$ cat config.mk
export PLATFORM = sky130hd
export DESIGN_NAME = resultStage_flat
export DESIGN_NICKNAME = d
export VERILOG_FILES = /design/src/nnPkg.sv /design/src/layerLinks.sv /design/src/creditFifo.sv /design/src/resultStage.sv /design/src/flat_wrapper.sv
export VERILOG_INCLUDE_DIRS = /design/src /design/src/src
export SDC_FILE = /design/constraint.sdc
export NUM_CORES = 1
export LEC_CHECK = 0
export ABC_AREA = 1
export BUFFER_PORTS_ARGS = -buffer_cell sky130_fd_sc_hd__buf_2
export CORE_UTILIZATION = 50
export CTS_CLUSTER_DIAMETER = 120
export DETAILED_ROUTE_END_ITERATION = 7
export HOLD_SLACK_MARGIN = 0.08
export PLACE_DENSITY = 0.73
export SYNTH_ARGS = -nofsm -noshare
export SYNTH_HDL_FRONTEND = slang
export SYNTH_HIERARCHICAL = 1
export SYNTH_SLANG_ARGS = --single-unit
$ cat constraint.sdc
create_clock -name clk -period 4.6 [get_ports clk]
set_input_delay 0.92 -clock clk [delete_from_list [all_inputs] [get_ports clk]]
set_output_delay 0.92 -clock clk [all_outputs]
set_load 0.1 [all_outputs]
$ cat src/nnMacros.svh
`ifndef NN_MACROS_SVH
`define NN_MACROS_SVH

// ************************************************************
// layer geometry
// ************************************************************
`define NN_NEURONS 4
`define NN_INPUTS 15

// ************************************************************
// queue depths and credits
// ************************************************************
`define NN_CMD_DEPTH 4 // also the sender's starting credits
`define NN_RES_DEPTH 8
`define NN_VEC_CREDITS 2 // NN_RES_DEPTH / NN_NEURONS

// fixed-point output slice of the 32-bit sum
`define NN_FRAC_LO 13
`define NN_FRAC_HI 28

`endif

$ cat src/nnPkg.sv
`include "nnMacros.svh"

package nnPkg;

	// ************************************************************
	// command stream
	// ************************************************************
	typedef enum logic [1:0]
	{
		opWeight = 2'd0,
		opBias = 2'd1,
		opFeature = 2'd2,
		opFire = 2'd3
	} nnOp_t;

	typedef struct packed
	{
		nnOp_t op;
		logic [1:0] neuron; // target neuron for weight/bias
		logic [3:0] index; // input slot for weight/feature
		logic [31:0] value;
	} cmdWord_t;

	// ************************************************************
	// result stream
	// ************************************************************
	typedef struct packed
	{
		logic [1:0] neuron;
		logic [15:0] activation;
	} resultWord_t;

	// ************************************************************
	// vectors passed between stages
	// ************************************************************
	typedef logic [`NN_INPUTS - 1:0][31:0] featureVec_t;

	typedef logic [`NN_NEURONS - 1:0][31:0] sumVec_t;

endpackage

$ cat src/layerLinks.sv


// ************************************************************
// execute to result, with the vector credit going back
// ************************************************************
interface sumLink import nnPkg::*; ();

	logic sumValid;
	sumVec_t sums;
	logic vecCredit; // returned to decode

	modport source (
		output sumValid, sums
	);

	modport sink (
		input sumValid, sums,
		output vecCredit
	);

endinterface

$ cat src/creditFifo.sv
module creditFifo #(
	parameter type payload_t = logic [7:0],
	parameter int depth = 4
) (
	input logic clk,
	input logic reset,
	input logic push,
	input payload_t pushData,
	input logic pop,
	output payload_t popData,
	output logic notEmpty,
	output logic credit
);

	payload_t mem [depth];
	logic [$clog2(depth) - 1:0] wrPtr;
	logic [$clog2(depth) - 1:0] rdPtr;
	logic [$clog2(depth):0] count;
	logic doPop;

	assign notEmpty = count != 0;
	assign doPop = pop && notEmpty;
	assign popData = mem[rdPtr];
	assign credit = doPop; // one slot handed back per pop

	always_ff @(posedge clk)
	begin
		if (push)
		begin
			mem[wrPtr] <= pushData;
		end
	end

	always_ff @(posedge clk)
	begin
		if (reset)
		begin
			wrPtr <= '0;
			rdPtr <= '0;
			count <= '0;
		end
		else
		begin
			if (push)
				wrPtr <= wrPtr + 1'b1; // depth is a power of two
			if (doPop)
				rdPtr <= rdPtr + 1'b1;
			case ({push, doPop})
				2'b10: count <= count + 1'b1;
				2'b01: count <= count - 1'b1;
				default: count <= count;
			endcase
		end
	end

	// the upstream credit count must keep pushes within the depth
	noOverflow: assert property (@(posedge clk) disable iff (reset)
		push |-> (count != depth))
		else $error("creditFifo push while full");

endmodule

$ cat src/resultStage.sv
`include "nnMacros.svh"

module resultStage import nnPkg::*; (
	input logic clk,
	input logic reset,
	sumLink.sink sum,
	input logic resCredit,
	output logic resValid,
	output resultWord_t res
);

	sumVec_t pendVec [`NN_VEC_CREDITS];
	logic [$clog2(`NN_VEC_CREDITS) - 1:0] pendWr;
	logic [$clog2(`NN_VEC_CREDITS) - 1:0] pendRd;
	logic [$clog2(`NN_VEC_CREDITS + 1) - 1:0] pendCount;
	logic [1:0] neuronIdx;
	logic pushing;
	logic lastNeuron;
	logic [31:0] curSum;
	resultWord_t pushWord;
	logic [15:0] outCredits; // consumer may grant ahead

	// ************************************************************
	// vector hold and serializer, at most one vector per credit
	// ************************************************************
	assign pushing = pendCount != 0;
	assign lastNeuron = neuronIdx == 2'(`NN_NEURONS - 1);
	assign curSum = pendVec[pendRd][neuronIdx];
	assign pushWord.neuron = neuronIdx;
	assign pushWord.activation = curSum[31] ? '0 : curSum[`NN_FRAC_HI:`NN_FRAC_LO]; // rectifier

	always_ff @(posedge clk)
	begin
		if (sum.sumValid)
			pendVec[pendWr] <= sum.sums;
	end

	always_ff @(posedge clk)
	begin
		if (reset)
		begin
			pendWr <= '0;
			pendRd <= '0;
			pendCount <= '0;
			neuronIdx <= '0;
			outCredits <= '0;
		end
		else
		begin
			if (sum.sumValid)
				pendWr <= pendWr + 1'b1;
			if (pushing)
				neuronIdx <= neuronIdx + 1'b1;
			if (pushing && lastNeuron)
				pendRd <= pendRd + 1'b1;
			if (sum.sumValid && !(pushing && lastNeuron))
				pendCount <= pendCount + 1'b1;
			else if (!sum.sumValid && pushing && lastNeuron)
				pendCount <= pendCount - 1'b1;
			if (resCredit && !resValid)
				outCredits <= outCredits + 1'b1;
			else if (resValid && !resCredit)
				outCredits <= outCredits - 1'b1;
		end
	end

	// a word leaves only when a credit is held
	creditFifo #(
		.payload_t(resultWord_t),
		.depth(`NN_RES_DEPTH)
	) resQueue (
		.clk(clk),
		.reset(reset),
		.push(pushing),
		.pushData(pushWord),
		.pop(outCredits != 0),
		.popData(res),
		.notEmpty(),
		.credit(resValid)
	);

	// vector slot is free once neuron 3 has left
	assign sum.vecCredit = resValid && res.neuron == 2'(`NN_NEURONS - 1);

	// decode's vector credits keep the hold from overflowing
	noPendOverflow: assert property (@(posedge clk) disable iff (reset)
		sum.sumValid |-> (pendCount != `NN_VEC_CREDITS))
		else $error("resultStage vector arrived with the hold full");

endmodule

$ cat src/flat_wrapper.sv
// flat-port wrapper written by rule: the top's interface ports become plain ports
module resultStage_flat import nnPkg::*;
  (clk, reset, resCredit, resValid, res, sum_sumValid, sum_sums, sum_vecCredit);
  sumLink sum_i ();
  input logic clk;
  input logic reset;
  input logic resCredit;
  output logic resValid;
  output resultWord_t res;
  input wire logic [$bits(sum_i.sumValid)-1:0] sum_sumValid;
  input wire logic [$bits(sum_i.sums)-1:0] sum_sums;
  output wire logic [$bits(sum_i.vecCredit)-1:0] sum_vecCredit;
  assign sum_i.sumValid = sum_sumValid;
  assign sum_i.sums = sum_sums;
  assign sum_vecCredit = sum_i.vecCredit;
  resultStage u_core (.clk(clk), .reset(reset), .sum(sum_i), .resCredit(resCredit), .resValid(resValid), .res(res));
endmodule
Word level (Yosys, flattened, before mapping)
Memory sizes are Yosys's and may differ from the RTL's. A register that Yosys moved wholly into a read port is not among the register bits.
Cells that the tools add are included.
W data, S select, Z words.
{ "totals": {"ram_bits": 400, "in_bits": 132, "regBits": 32, "output_inout_bits": 20, "word_cells": 60, "mem_count": 2} }
{ "op_classes": {"reduce_logical": 18, "addsub": 11, "mux": 16, "order_cmp": 1, "n_eq_ne": 4} }
{ "mem_list": {"columns": ["name", "words", "word_bits", "rd", "rd_clocked_by_memory_dff", "write_ports", "line", "source"], "rows": [
  ["u_core.pendVec", 2, 128, 1, 1, 1, "resultStage.sv:12", "sumVec_t pendVec [`NN_VEC_CREDITS];"],
  ["u_core.resQueue.mem", 8, 18, 1, 1, 1, "creditFifo.sv:15", "payload_t mem [depth];"]
]} }
{ "op_table": {"columns": ["operator", "n"], "rows": [
  ["$bmux W32 S2", 1],
  ["$mux W16", 3],
  ["$mux W32", 1],
  ["$add A16 B1 Y16 const B", 1],
  ["$reduce_bool A16 Y1", 1],
  ["$sub A16 B1 Y16 const B", 1],
  ["$logic_and A1 B1 Y1", 8],
  ["$pmux W4 S2", 1],
  ["$reduce_bool A2 Y1", 4],
  ["$add A3 B1 Y3 const B", 2],
  ["$eq A2 B2 Y1 const B", 3],
  ["$mux W1", 6],
  ["$mux W3", 2],
  ["$add A2 B1 Y2 const B", 2],
  ["$add A4 B1 Y4 const B", 1],
  ["$logic_not A1 Y1", 4],
  ["$mux W2", 2],
  ["$reduce_bool A4 Y1", 1],
  ["$sub A4 B1 Y4 const B", 1],
  ["$lt A2 B3 Y1 const B", 1],
  ["$add A1 B1 Y1 const B", 2],
  ["$eq A2 B1 Y1 const B", 1],
  ["$sub A2 B1 Y2 const B", 1]
]} }

Longest topological paths before layout
{ "logic_depth": {"depth_word": 5, "mapped_depth": 18, "ltp_nobuf": 18} }

Cells and area by module
The synthesis kept the hierarchy.
{ "modules_own_cells": {"columns": ["mod", "cells_per_inst", "instances", "area_per_inst_um2", "seq_area_each_um2"], "rows": [
  ["resultStage", 694, 1, 7307.0, 4544.4],
  ["creditFifo", 493, 1, 6267.3, 4584.4]
]} }

Worst setup path after synthesis
No wires, ideal clock.
{ "synth_path": {"path_kind": "input to register", "startpoint": "input port sum_sumValid", "endpoint": "memory u_core/pendVec[0][109] in the netlist's numbering, enable pin", "stages": 2, "n_path_buf": 0, "path_slack_ns": 0.273, "arrival_time_ns": 3.831, "setup_time_ns": 0.496, "required_ns": 4.104, "cell_sequence": "inv_1 nor2_1"} }
{ "synth_via": {"elab_chain_len": 2} }
{ "synth_rtl": {"columns": ["element", "line", "source"], "rows": [
  ["start, declared", "flat_wrapper.sv:10", "input wire logic [$bits(sum_i.sumValid)-1:0] sum_sumValid;"],
  ["$mux W1", "resultStage.sv:34", "if (sum.sumValid)"],
  ["$mux W1 (implied by the code)", "resultStage.sv:35", "pendVec[pendWr] <= sum.sums;"],
  ["end, declared", "resultStage.sv:12", null]
]} }
Every way passes these cells.

==> results.toml <==
[status]
outcome = "completed"

[final_layout]
area_growth_pct = 12.96
seqCellArea_sq_um = 9134
final_cell_mix = "edfxtp_1 (280), nand2_1 (227), nor2_1 (158)"
multiInputGateArea_sq_um = 3706
fillerInstances = 2083
layout_commonest_cell = "edfxtp_1"
final_core_util = 0.5818
nNetsFinal = 1436
diodes = 0
drive_gt1_frac = 0.1324

[timing]
period_share = 0.7888
hold_viol_final = 0
fin_crit_ns = 3.628
setup_violations = 0
worst_slew_pin_slew_ns = 1.115
setup_tns_ns = 0
worst_hold_slack_ns = 0.4492
skew_ns = 0.02258
rsz0062_at_grt = "no"
relSlewSlack = 0.2557
maxSlewViolCount = 0
clock.fmax_mhz = 275.6

[yosys]
yosys-mux-area-fraction = 0.03761
syn_inst = 1187
synth_area_sq_um = 13570
synth.distinct_cells = 36
syn_avg_cell_area_sq_um = 11.44
synth.net_count = 1342
seq_area_frac_synth = 0.6725
ys.flop_type = "edfxtp_1"
synth_adder_area_share = 0.02175
synth-xor-area-share = 0.004517
synth_compound_area_frac = 0.08360
synth_simple_gate_area_frac = 0.1250
async_flop_share = 0
synth_top_family_by_area = "simple AND/OR/NAND/NOR gates"
yosys_warnings = 6
synth-edff-count = 280
ys_seq_elements = 316

[pwr]
p_comb_frac = 0.366
p_int_w = 0.005981
switching_share = 0.3937
switchingPower_w = 0.003883
power_frac_seq = 0.365
p_leak_nw = 6.060
peakVddDrop_v = 0.0003444
p_per_area_nw_per_um2 = 643.3
pwr-share-clk = 0.270

[place]
port-buffer-count = 91
gp_routability_congestion = 0.8428
dp_hpwl_mm = 16.75

[grt]
antenna_found_initial = 3
grt_pass1_wl_mm = 43.13
grt_use_total = 0.1977
grt_max_degree = 69
gr-total-overflow = 0
grt_pass1_vias = 8355

[drt]
remaining_drc_errors = 0
num_vias = 8799
drt-vias-per-instance = 5.359
ant_nets = 0
drt_iter0_drc = 617
dr.pass1.iters = 7
wl_per_cell_um = 16.63
routed_wl_mm = 27.31

[clocking]
numCtsBuffers = 34
htree_levels = 2
numClockSinks = 316
cts_tree = "built"
clockRootBuffer = "clkbuf_16"
clk_pin_slew_ns = 0.06
hold_buffers = 0
cts_resized = 0
cts_setup_buffers = 0
worstSkewPairLatency_ns = 0.52
cts_buffer_depth = 3

[worst_setup_path]
ff2ff_setup_slack_ns = 1.20
slowest_delay_ns = 0.91
crit_slowest_cell = "dfxtp_2"
worstPathCellList = "buf_4, o21ai_0, o22ai_1, nand2_1, nand2_1, buf_2"
critPathRequiredTime_ns = 3.68
critPathKind = "reg2out"
cpMostUsedCell = "nand2_1"
worst_setup_path_end_kind = "output pin"
cp_max_fo = 51
worst_setup_path_start_kind = "flip-flop"
cp.arrival_ns = 2.71

[floorplan]
die_area_sq_um = 27810
start_util = 0.5151
rows = 59
die_y_um = 166.8
pin_count = 152
core_area_sq_um = 26350
die_w_um = 166.8

[flow_run]
drv_cap = 0

[min_path]
hold_class = "reg2reg"
-- cell usage after synthesis (6+ instances only) --
cell type | count | area share
mux2i_1 | 51 | 0.038
o22ai_1 | 51 | 0.024
nor2_1 | 159 | 0.044
buf_2 | 18 | 0.0066
o21ai_1 | 51 | 0.019
buf_4 | 10 | 0.0055
clkbuf_1 | 6 | 0.0017
dfxtp_1 | 36 | 0.053
nand3_1 | 29 | 0.011
a21oi_1 | 26 | 0.0096
edfxtp_1 | 280 | 0.62
inv_1 | 94 | 0.026
nand2_1 | 227 | 0.063
buf_6 | 10 | 0.0083
ha_1 | 22 | 0.020
o21ai_0 | 71 | 0.026
-- power by group through the flow --
| stage | registers, W | logic [W] | clock network [W] |
|---|---|---|---|
| detailed placement | 0.00366 | 0.00360 | 0 |
| floorplan | 0.00354 | 0.00306 | 0 |
| global placement | 0.00365 | 0.00352 | 0 |
| finish | 0.00360 | 0.00361 | 0.00266 |
| global route | 0.00363 | 0.00401 | 0.00282 |
| CTS | 0.00360 | 0.00361 | 0.00271 |
-- stage by stage --
stage	cell area (sq um)	std cells	total power, W	setup slack [ns]
finish	15330	1642	0.009864	0.9716
global route	15330	1642	0.01046	0.7664
CTS	15330	1642	0.009919	0.9606
detailed placement	14220	1580	0.007252	1.222
global placement	14220	1580	0.007167	1.274
floorplan	13570	1187	0.006604	0.2732
-- logic make-up after synthesis --
group / after synthesis
compound gates: 207
buf+inv: 152
flops: 316
mux: 51
simple gates: 431
fa+ha+maj: 23
xor+xnor: 7
-- worst max-delay path, delay by kind of cell (launching register included) --
family / cells / cell delay, ns
buffers and inverters: 2 / 0.81
DFF: 1 / 0.91
and+or+nand+nor: 2 / 0.18
AOI/OAI and AO/OA: 2 / 0.28
-- final timing paths --
| check | cells past startpoint | start | to |
|---|---|---|---|
| setup / recovery | 6 | flip-flop | res[3] |
| hold / removal | 1 | u_core/pendRd$_SDFFE_PP0P_ | flip-flop |
| setup reg to reg | 17 | u_core/outCredits[11]$_SDFFE_PP0P_ | u_core/outCredits[13]$_SDFFE_PP0P_ |
| hold reg to reg | 1 | u_core/pendRd$_SDFFE_PP0P_ | flip-flop |
-- registers in the layout, summed over array words and instances, names as in the netlist, named ones only --
name	cells
u_core/pendCount	2
u_core/outCredits	16
u_core/resQueue/mem	144
u_core/resQueue/wrPtr	3
u_core/neuronIdx	2
u_core/resQueue/count	4
u_core/resQueue/rdPtr	3
u_core/pendRd	1
u_core/pendVec	136
u_core/pendWr	1
-- per-layer routing --
| metal | wire [um] | track usage | vias up |
|---|---|---|---|
| met5 | 38 | 0 | - |
| met3 | 1893 | 0.03945 | 40 |
| met2 | 13100 | 0.3275 | 280 |
| li1 | - | - | 4327 |
| met4 | 456 | 0.05596 | 6 |
| met1 | 11810 | 0.2656 | 4146 |
-- area by class of cell --
cell class,count,share of cell area
Timing Repair Buffer,107,0.03754
Tap cell,335,0.02734
Sequential cell,316,0.5957
Inverter,103,0.02538
Clock buffer,46,0.06112
Multi-Input combinational cell,719,0.2417
Clock inverter,16,0.01126
(Power assumes the default switching activity.)
