==> src/nnMacros.svh <==
`ifndef NN_MACROS_SVH
`define NN_MACROS_SVH

// ************************************************************
// layer geometry
// ************************************************************
`define NN_NEURONS 4
`define NN_INPUTS 15

// ************************************************************
// queue depths and credits
// ************************************************************
`define NN_CMD_DEPTH 4 // also the sender's starting credits
`define NN_RES_DEPTH 8
`define NN_VEC_CREDITS 2 // NN_RES_DEPTH / NN_NEURONS

// fixed-point output slice of the 32-bit sum
`define NN_FRAC_LO 13
`define NN_FRAC_HI 28

`endif

==> src/nnPkg.sv <==
`include "nnMacros.svh"

package nnPkg;

	// ************************************************************
	// command stream
	// ************************************************************
	typedef enum logic [1:0]
	{
		opWeight = 2'd0,
		opBias = 2'd1,
		opFeature = 2'd2,
		opFire = 2'd3
	} nnOp_t;

	typedef struct packed
	{
		nnOp_t op;
		logic [1:0] neuron; // target neuron for weight/bias
		logic [3:0] index; // input slot for weight/feature
		logic [31:0] value;
	} cmdWord_t;

	// ************************************************************
	// result stream
	// ************************************************************
	typedef struct packed
	{
		logic [1:0] neuron;
		logic [15:0] activation;
	} resultWord_t;

	// ************************************************************
	// vectors passed between stages
	// ************************************************************
	typedef logic [`NN_INPUTS - 1:0][31:0] featureVec_t;

	typedef logic [`NN_NEURONS - 1:0][31:0] sumVec_t;

endpackage

==> src/layerLinks.sv <==
// ************************************************************
// decode to execute
// ************************************************************
interface execLink import nnPkg::*; ();

	logic wrEn;
	logic wrBias; // bias when set, else weight
	logic [1:0] wrNeuron;
	logic [3:0] wrIndex;
	logic [31:0] wrValue;
	logic fire;
	featureVec_t features;

	modport decode (
		output wrEn, wrBias, wrNeuron, wrIndex, wrValue, fire, features
	);

	modport execute (
		input wrEn, wrBias, wrNeuron, wrIndex, wrValue, fire, features
	);

endinterface


==> src/creditFifo.sv <==
module creditFifo #(
	parameter type payload_t = logic [7:0],
	parameter int depth = 4
) (
	input logic clk,
	input logic reset,
	input logic push,
	input payload_t pushData,
	input logic pop,
	output payload_t popData,
	output logic notEmpty,
	output logic credit
);

	payload_t mem [depth];
	logic [$clog2(depth) - 1:0] wrPtr;
	logic [$clog2(depth) - 1:0] rdPtr;
	logic [$clog2(depth):0] count;
	logic doPop;

	assign notEmpty = count != 0;
	assign doPop = pop && notEmpty;
	assign popData = mem[rdPtr];
	assign credit = doPop; // one slot handed back per pop

	always_ff @(posedge clk)
	begin
		if (push)
		begin
			mem[wrPtr] <= pushData;
		end
	end

	always_ff @(posedge clk)
	begin
		if (reset)
		begin
			wrPtr <= '0;
			rdPtr <= '0;
			count <= '0;
		end
		else
		begin
			if (push)
				wrPtr <= wrPtr + 1'b1; // depth is a power of two
			if (doPop)
				rdPtr <= rdPtr + 1'b1;
			case ({push, doPop})
				2'b10: count <= count + 1'b1;
				2'b01: count <= count - 1'b1;
				default: count <= count;
			endcase
		end
	end

	// the upstream credit count must keep pushes within the depth
	noOverflow: assert property (@(posedge clk) disable iff (reset)
		push |-> (count != depth))
		else $error("creditFifo push while full");

endmodule

==> src/cmdDecode.sv <==
`include "nnMacros.svh"

module cmdDecode import nnPkg::*; (
	input logic clk,
	input logic reset,
	input logic cmdValid,
	input cmdWord_t cmd,
	output logic cmdCredit,
	execLink.decode exec,
	input logic vecCredit
);

	cmdWord_t head;
	logic headValid;
	logic popHead;
	logic issueFire;
	logic [$clog2(`NN_VEC_CREDITS + 1) - 1:0] vecCount;

	creditFifo #(
		.payload_t(cmdWord_t),
		.depth(`NN_CMD_DEPTH)
	) cmdQueue (
		.clk(clk),
		.reset(reset),
		.push(cmdValid),
		.pushData(cmd),
		.pop(popHead),
		.popData(head),
		.notEmpty(headValid),
		.credit(cmdCredit)
	);

	// a fire stays at the head until a vector credit is free
	assign popHead = headValid && (head.op != opFire || vecCount != 0);
	assign issueFire = popHead && head.op == opFire;

	// ************************************************************
	// control and feature registers
	// ************************************************************
	always_ff @(posedge clk)
	begin
		if (reset)
		begin
			exec.fire <= 1'b0;
			exec.wrEn <= 1'b0;
			exec.features <= '0;
			vecCount <= `NN_VEC_CREDITS;
		end
		else
		begin
			exec.fire <= issueFire; // features sampled next cycle
			exec.wrEn <= popHead && (head.op == opWeight || head.op == opBias);
			if (popHead && head.op == opFeature && head.index < `NN_INPUTS)
				exec.features[head.index] <= head.value;
			if (issueFire && !vecCredit)
				vecCount <= vecCount - 1'b1;
			else if (vecCredit && !issueFire)
				vecCount <= vecCount + 1'b1;
		end
	end

	// write payload, qualified by wrEn
	always_ff @(posedge clk)
	begin
		exec.wrBias <= head.op == opBias;
		exec.wrNeuron <= head.neuron;
		exec.wrIndex <= head.index;
		exec.wrValue <= head.value;
	end

	// each returned vector credit matches an earlier fire
	noExtraVecCredit: assert property (@(posedge clk) disable iff (reset)
		vecCredit |-> (vecCount != `NN_VEC_CREDITS))
		else $error("cmdDecode vector credit returned with the counter full");

endmodule

==> src/flat_wrapper.sv <==
// flat-port wrapper written by rule: the top's interface ports become plain ports
module cmdDecode_flat import nnPkg::*;
  (clk, reset, cmdValid, cmd, cmdCredit, vecCredit, exec_wrEn, exec_wrBias, exec_wrNeuron, exec_wrIndex, exec_wrValue, exec_fire, exec_features);
  execLink exec_i ();
  input logic clk;
  input logic reset;
  input logic cmdValid;
  input cmdWord_t cmd;
  output logic cmdCredit;
  input logic vecCredit;
  output wire logic [$bits(exec_i.wrEn)-1:0] exec_wrEn;
  output wire logic [$bits(exec_i.wrBias)-1:0] exec_wrBias;
  output wire logic [$bits(exec_i.wrNeuron)-1:0] exec_wrNeuron;
  output wire logic [$bits(exec_i.wrIndex)-1:0] exec_wrIndex;
  output wire logic [$bits(exec_i.wrValue)-1:0] exec_wrValue;
  output wire logic [$bits(exec_i.fire)-1:0] exec_fire;
  output wire logic [$bits(exec_i.features)-1:0] exec_features;
  assign exec_wrEn = exec_i.wrEn;
  assign exec_wrBias = exec_i.wrBias;
  assign exec_wrNeuron = exec_i.wrNeuron;
  assign exec_wrIndex = exec_i.wrIndex;
  assign exec_wrValue = exec_i.wrValue;
  assign exec_fire = exec_i.fire;
  assign exec_features = exec_i.features;
  cmdDecode u_core (.clk(clk), .reset(reset), .cmdValid(cmdValid), .cmd(cmd), .cmdCredit(cmdCredit), .exec(exec_i), .vecCredit(vecCredit));
endmodule
==> config.mk <==
export PLATFORM = sky130hd
export DESIGN_NAME = cmdDecode_flat
export DESIGN_NICKNAME = d
export VERILOG_FILES = /design/src/nnPkg.sv /design/src/layerLinks.sv /design/src/creditFifo.sv /design/src/cmdDecode.sv /design/src/flat_wrapper.sv
export VERILOG_INCLUDE_DIRS = /design/src /design/src/src
export SDC_FILE = /design/constraint.sdc
export NUM_CORES = 1
export LEC_CHECK = 0
export ABC_CLOCK_PERIOD_IN_PS = 2950
export BUFFER_PORTS_ARGS = -buffer_cell sky130_fd_sc_hd__buf_2
export CAP_MARGIN = 10
export CELL_PAD_IN_SITES_DETAIL_PLACEMENT = 0
export CELL_PAD_IN_SITES_GLOBAL_PLACEMENT = 1
export CORE_ASPECT_RATIO = 1.75
export CORE_UTILIZATION = 43
export CTS_CLUSTER_DIAMETER = 50
export DETAILED_ROUTE_END_ITERATION = 6
export GPL_TIMING_DRIVEN = 0
export PLACE_DENSITY_LB_ADDON = 0.1
export SETUP_SLACK_MARGIN = 0.3
export SLEW_MARGIN = 10
export SYNTH_ARGS = -nofsm -noshare
export SYNTH_HDL_FRONTEND = slang
export SYNTH_HIERARCHICAL = 1
export SYNTH_SLANG_ARGS = --single-unit
export TNS_END_PERCENT = 1
==> constraint.sdc <==
create_clock -name clk -period 2.95 [get_ports clk]
set_input_delay 0.59 -clock clk [delete_from_list [all_inputs] [get_ports clk]]
set_output_delay 0.59 -clock clk [all_outputs]
set_load 0.03 [all_outputs]
== Yosys cells after proc, flatten, opt, wreduce, memory -nomap -nowiden ==
Memory sizes are Yosys's and may differ from the RTL's. A register that Yosys moved wholly into a read port is not among the register bits.
Cells that the tools add are included.

* Register bits: 530
* RAM bits: 160
* Output and inout port bits: 522
* Logic and storage cells: 69
* Memories: 1

{| class="wikitable"
|+ Memory list
! memory !! depth !! bits a word !! read ports !! clocked after Yosys merged registers in !! write ports !! line !! source
|-
| u_core.cmdQueue.mem || 4 || 40 || 1 || 1 || 1 || creditFifo.sv:15 || <nowiki>payload_t mem [depth];</nowiki>
|}

* Add/subtract/negate cells: 6
* $lt $le $gt $ge: 3
* Equality and inequality tests: 6
* Mux-type cells: 10
* Reduce and logical (&&, ||, !) cells: 18

{| class="wikitable"
|+ Operators with widths
! kind !! count
|-
| bitwise mux 480 bit || 1
|-
| demux 32 bit (select 4 bit) || 1
|-
| two-way mux 32 bit || 1
|-
| logical AND 1 bit || 9
|-
| two-way mux 2 bit || 4
|-
| adder 2 x 1 -> 2 bit (second input constant) || 3
|-
| == test 2 bit (second input constant) || 3
|-
| case mux 3 bit (2 select lines) || 1
|-
| nonzero test 2 bit || 3
|-
| < comparator 4 x 5 -> 1 bit (second input constant) || 1
|-
| == test 2 x 1 -> 1 bit (second input constant) || 2
|-
| >= comparator 4 x 1 -> 1 bit (second input constant) || 1
|-
| < comparator 4 bit (second input constant) || 1
|-
| adder 3 x 1 -> 3 bit (second input constant) || 1
|-
| nonzero test 3 bit || 1
|-
| subtractor 3 x 1 -> 3 bit (second input constant) || 1
|-
| zero test 1 bit || 2
|-
| zero test 2 bit || 1
|-
| logical OR 1 bit || 2
|-
| two-way mux 1 bit || 2
|-
| != test 2 bit (second input constant) || 1
|-
| subtractor 2 x 1 -> 2 bit (second input constant) || 1
|}

== Depth between registers and ports, before layout ==
* Depth after elaboration: 8
* Gate-level depth with buffers: 12
* Depth with buffers taken out: 10

== Cells and area by module ==
Netlist, hierarchy kept.

{| class="wikitable"
|+ By module, submodules not included
! module !! instances !! cells each !! area each (µm²) !! sequential area each (µm²)
|-
| cmdDecode || 1 || 1694 || 19621.3 || 10470.0
|-
| creditFifo || 1 || 256 || 6259.8 || 4984.8
|}

== Least setup slack after synthesis ==
Ideal clock, no wire load.

* Path type: reg2reg
* Start point: register with a tool-made name
* End point: register u_core.cmdQueue.count[2]
* Setup time: 0.070 ns
* Arrival: 2.928 ns
* Setup slack: -0.048 ns
* Stages on the path, launching flop included: 13
* Period minus slack after synthesis: 2.998 ns
* Cells stage by stage: dfxtp_1 > buf_6 > buf_12 > mux4_2 > nand2_1 > o31a_1 > o31a_1 > ha_1 > inv_1 > fa_1 > xor2_1 > or3_1 > a21oi_1

{| class="wikitable"
|+ RTL lines
! item !! line !! source
|-
| to (signal assigned) || creditFifo.sv:49 || <nowiki>2'b10: count <= count + 1'b1;</nowiki>
|-
| to (signal assigned) || creditFifo.sv:50 || <nowiki>2'b01: count <= count - 1'b1;</nowiki>
|-
| to (signal assigned) || creditFifo.sv:51 || <nowiki>default: count <= count;</nowiki>
|-
| to (decl) || creditFifo.sv:18 || <nowiki>logic [$clog2(depth):0] count;</nowiki>
|}

==> load_flow_metrics.sql <==
INSERT INTO impl_metrics (metric_group, metric, value, unit) VALUES
('drt', 'drc', '0', ''),
('timing', 'timing.final.setup_violations', '0', ''),
('cts', 'h-tree-depth', '2', ''),
('outcome', 'outcome', 'completed', ''),
('timing', 'final_hold_viol_count', '0', ''),
('synthesis', 'synth_enable_flop_cells', '160', ''),
('timing', 'hold-worst-slack', '157', 'ps'),
('synthesis', 'synth.top_cell.area_share', '0.412', ''),
('global_routing', 'grt_util_all_layers', '0.259', ''),
('cts', 'cts_tree', 'yes', ''),
('cts', 'cts_buffer_depth', '3', ''),
('synthesis', 'postSynthRegisterBits', '692', ''),
('finish', 'syn_to_final_growth', '24.0', '%'),
('setup_path', 'r2r_cells', '13', ''),
('synthesis', 'share_of_the_yosys_chip_area_belonging_to_registers', '0.597', ''),
('global_routing', 'grt_pass1_vias', '17700', ''),
('drt', 'wire_per_inst', '23.5', 'microns'),
('drt', 'avgViaCountPerCell', '4.91', ''),
('setup_path', 'crit_chain', 'buf_6 -> buf_12 -> mux4_2 -> nand2_1 -> o31a_1 -> o31a_1 -> buf_6', ''),
('setup_path', 'cp_data_required_time', '2360', 'ps'),
('synthesis', 'synth_area', '25900', 'sq um'),
('timing', 'totalNegativeSetupSlack', '0', 'ps'),
('floorplan', 'core_area', '59400', 'sq um'),
('finish', 'instances_no_fill', '3421', ''),
('cts', 'root_buffer', 'clkbuf_16', ''),
('drt', 'routed-via-count', '16800', ''),
('drt', 'ant_nets', '0', ''),
('setup_path', 'critical_path_arrival', '2270', 'ps'),
('placed_design', 'hpwl', '62.0', 'mm'),
('timing', 'slew_violations', '0', ''),
('timing', 'timing.final.crit_period', '2860', 'ps'),
('global_routing', 'grt_first_pass_wirelength', '116', 'mm'),
('setup_path', 'kind_of_cell_adding_the_most_delay_to_the_critical_path', 'multiplexers', ''),
('run', 'timing.max_cap.violations', '0', ''),
('synthesis', 'yosysUniqueCellTypes', '40', ''),
('setup_path', 'setup.reg_to_reg.worst_slack', '120', 'ps'),
('timing', 'rsz0062_at_grt', 'yes', ''),
('placed_design', 'gp_congestion', '0.825', ''),
('synthesis', 'synthDominantAreaCellType', 'dfxtp_1', ''),
('floorplan', 'die_h', '327', 'microns'),
('floorplan', 'dieArea', '61200', 'sq um'),
('timing', 'max_freq', '0.349', 'GHz'),
('drt', 'number_of_iterations_in_the_first_detailed_routing_pass', '4', ''),
('setup_path', 'setup.worst_path.class', 'reg2out', ''),
('placed_design', 'placed_instances', '3298', ''),
('setup_path', 'number_of_buffer_and_inverter_stages_on_the_critical_path', '3', ''),
('placed_design', 'numPortBuffers', '564', ''),
('cts', 'cts_inserted_buffers', '61', ''),
('floorplan', 'die-width', '187', 'microns'),
('global_routing', 'gr_ovfl_total', '0', ''),
('synthesis', 'synthArstFlopShare', '0', ''),
('drt', 'first_iter_violations', '575', ''),
('timing', 'slew_headroom', '0.484', ''),
('pwr', 'p_per_area', '675', 'nW/um^2'),
('global_routing', 'antenna_found_initial', '0', ''),
('finish', 'antenna_cells_inserted', '0', ''),
('floorplan', 'boundaryPins', '566', ''),
('finish', 'fin_nets', '2639', ''),
('synthesis', 'ys_top_cells_by_area', 'dfxtp_1 41%, mux2i_1 19%, edfxtp_1 19%', ''),
('drt', 'totalWireLength', '80.5', 'mm'),
('cts', 'cts_hold_repair.buffers', '0', ''),
('finish', 'most-common-layout-cells', '580 x buf_2, 531 x dfxtp_1, 512 x nand2b_1', ''),
('setup_path', 'critPathCaptureType', 'output pin', ''),
('setup_path', 'worstSetupPathDepth', '7', ''),
('synthesis', 'dominantRegCellSynth', 'dfxtp_1', ''),
('pwr', 'peakVddDrop', '0.000655', 'V'),
('global_routing', 'pin_count_of_the_biggest_net_entering_global_routing', '27', ''),
('setup_path', 'worst_setup_path_endpoint', 'cmdCredit', ''),
('floorplan', 'floorplan.initialDensity', '0.436', ''),
('synthesis', 'postSynthCellCount', '1950', ''),
('floorplan', 'row_count', '118', '');
==> stage by stage <==
| step | cell area, sq um | setup WS (ps) | power, W |
|---|---|---|---|
| floorplan | 25900 | -21.6 | 0.0125 |
| global placement | 29700 | -31.0 | 0.0136 |
| detailed placement | 29800 | -25.2 | 0.0137 |
| CTS | 31900 | 15.8 | 0.0218 |
| global route | 32100 | 1.54 | 0.0224 |
| finish | 32100 | 87.4 | 0.0217 |
==> synthesized netlist by cell type, types with 2 or more instances <==
cell type and count:
nand3b_1 2, o31a_1 2, inv_1 7, and2b_1 2, nor2_1 10, nand2_1 3, buf_4 26, edfxtp_1 160
nand3_2 4, o21ai_0 2, buf_12 4, and2_1 5, nor2b_1 2, dfxtp_1 532, mux2i_1 481, buf_2 25
or3_1 2, nand2b_1 512, nand3_4 2, nand4b_4 2, a21oi_1 2, buf_6 19, ha_1 6, mux4_2 40
clkbuf_1 77, xnor2_1 3, nand2_2 2, xor2_1 4
==> cells by family after synthesis <==
family,synth area share
buffers and inverters,0.0359
xor gates and xnor gates,0.00237
and+or+nand+nor,0.138
adders and majority gates,0.00367
muxes,0.221
DFF,0.597
AOI/OAI and AO/OA,0.00222
==> power by group <==
group	internal (W)	total, W	switching [W]
clock	0.00454	0.00813	0.00359
sequential	0.0102	0.0104	0.000191
combinational	0.00103	0.00316	0.00213
total	0.0157	0.0217	0.00591
==> flip-flops by register name (all words and copies together), names as in the netlist, named ones only <==
name and cells:
u_core/cmdQueue/mem 160, u_core/cmdQueue/wrPtr 2, u_core/exec.wrIndex 4, u_core/cmdQueue/rdPtr 2, u_core/exec.wrBias 1, u_core/exec.features 480
u_core/cmdQueue/count 3, u_core/exec.wrNeuron 2, u_core/exec.wrEn 1, u_core/exec.wrValue 32, u_core/vecCount 2, u_core/exec.fire 1
==> per-layer routing <==
layer	share of wire	GRT usage
met5	0	0
met4	0.060	0.141
met3	0.085	0.0943
met2	0.51	0.469
met1	0.35	0.256
==> how the worst min path moves through the flow <==
stage,start,to,slack [ps],cells past startpoint
6_report,cmd[28],u_core/cmdQueue/mem[3][28]$_DFFE_PP_,160,1
3_5_place_dp,u_core/exec.features[15]$_SDFFE_PP0P_,u_core/exec.features[15]$_SDFFE_PP0P_,460,2
3_3_place_gp,u_core/exec.features[146]$_SDFFE_PP0P_,u_core/exec.features[146]$_SDFFE_PP0P_,460,2
4_1_cts,cmd[38],u_core/cmdQueue/mem[3][38]$_DFFE_PP_,120,1
2_1_floorplan,u_core/cmdQueue/count[2]$_SDFFE_PP0P_,u_core/cmdQueue/count[2]$_SDFFE_PP0P_,470,2
5_1_grt,cmd[38],u_core/cmdQueue/mem[1][38]$_DFFE_PP_,140,1
==> area by class of cell <==
| cell class | count | area [sq um] |
|---|---|---|
| fill | 5279 | 27300 |
| sequential | 692 | 15500 |
| multi-input combinational | 1100 | 9580 |
| timing repair buffer | 575 | 2960 |
| clock buffer | 86 | 1770 |
| buffer | 151 | 1040 |
| tap | 780 | 976 |
| clock inverter | 30 | 267 |
| inverter | 7 | 26.3 |
==> what timing repair did <==
action,CTS,global route
gates resized for setup,3,58
setup endpoints to repair,12,414
pin swaps,0,2
cloned,0,0
setup buffers,5,2
hold endpoints to repair,0,0
Note: power is estimated with default switching activity, not from simulation.
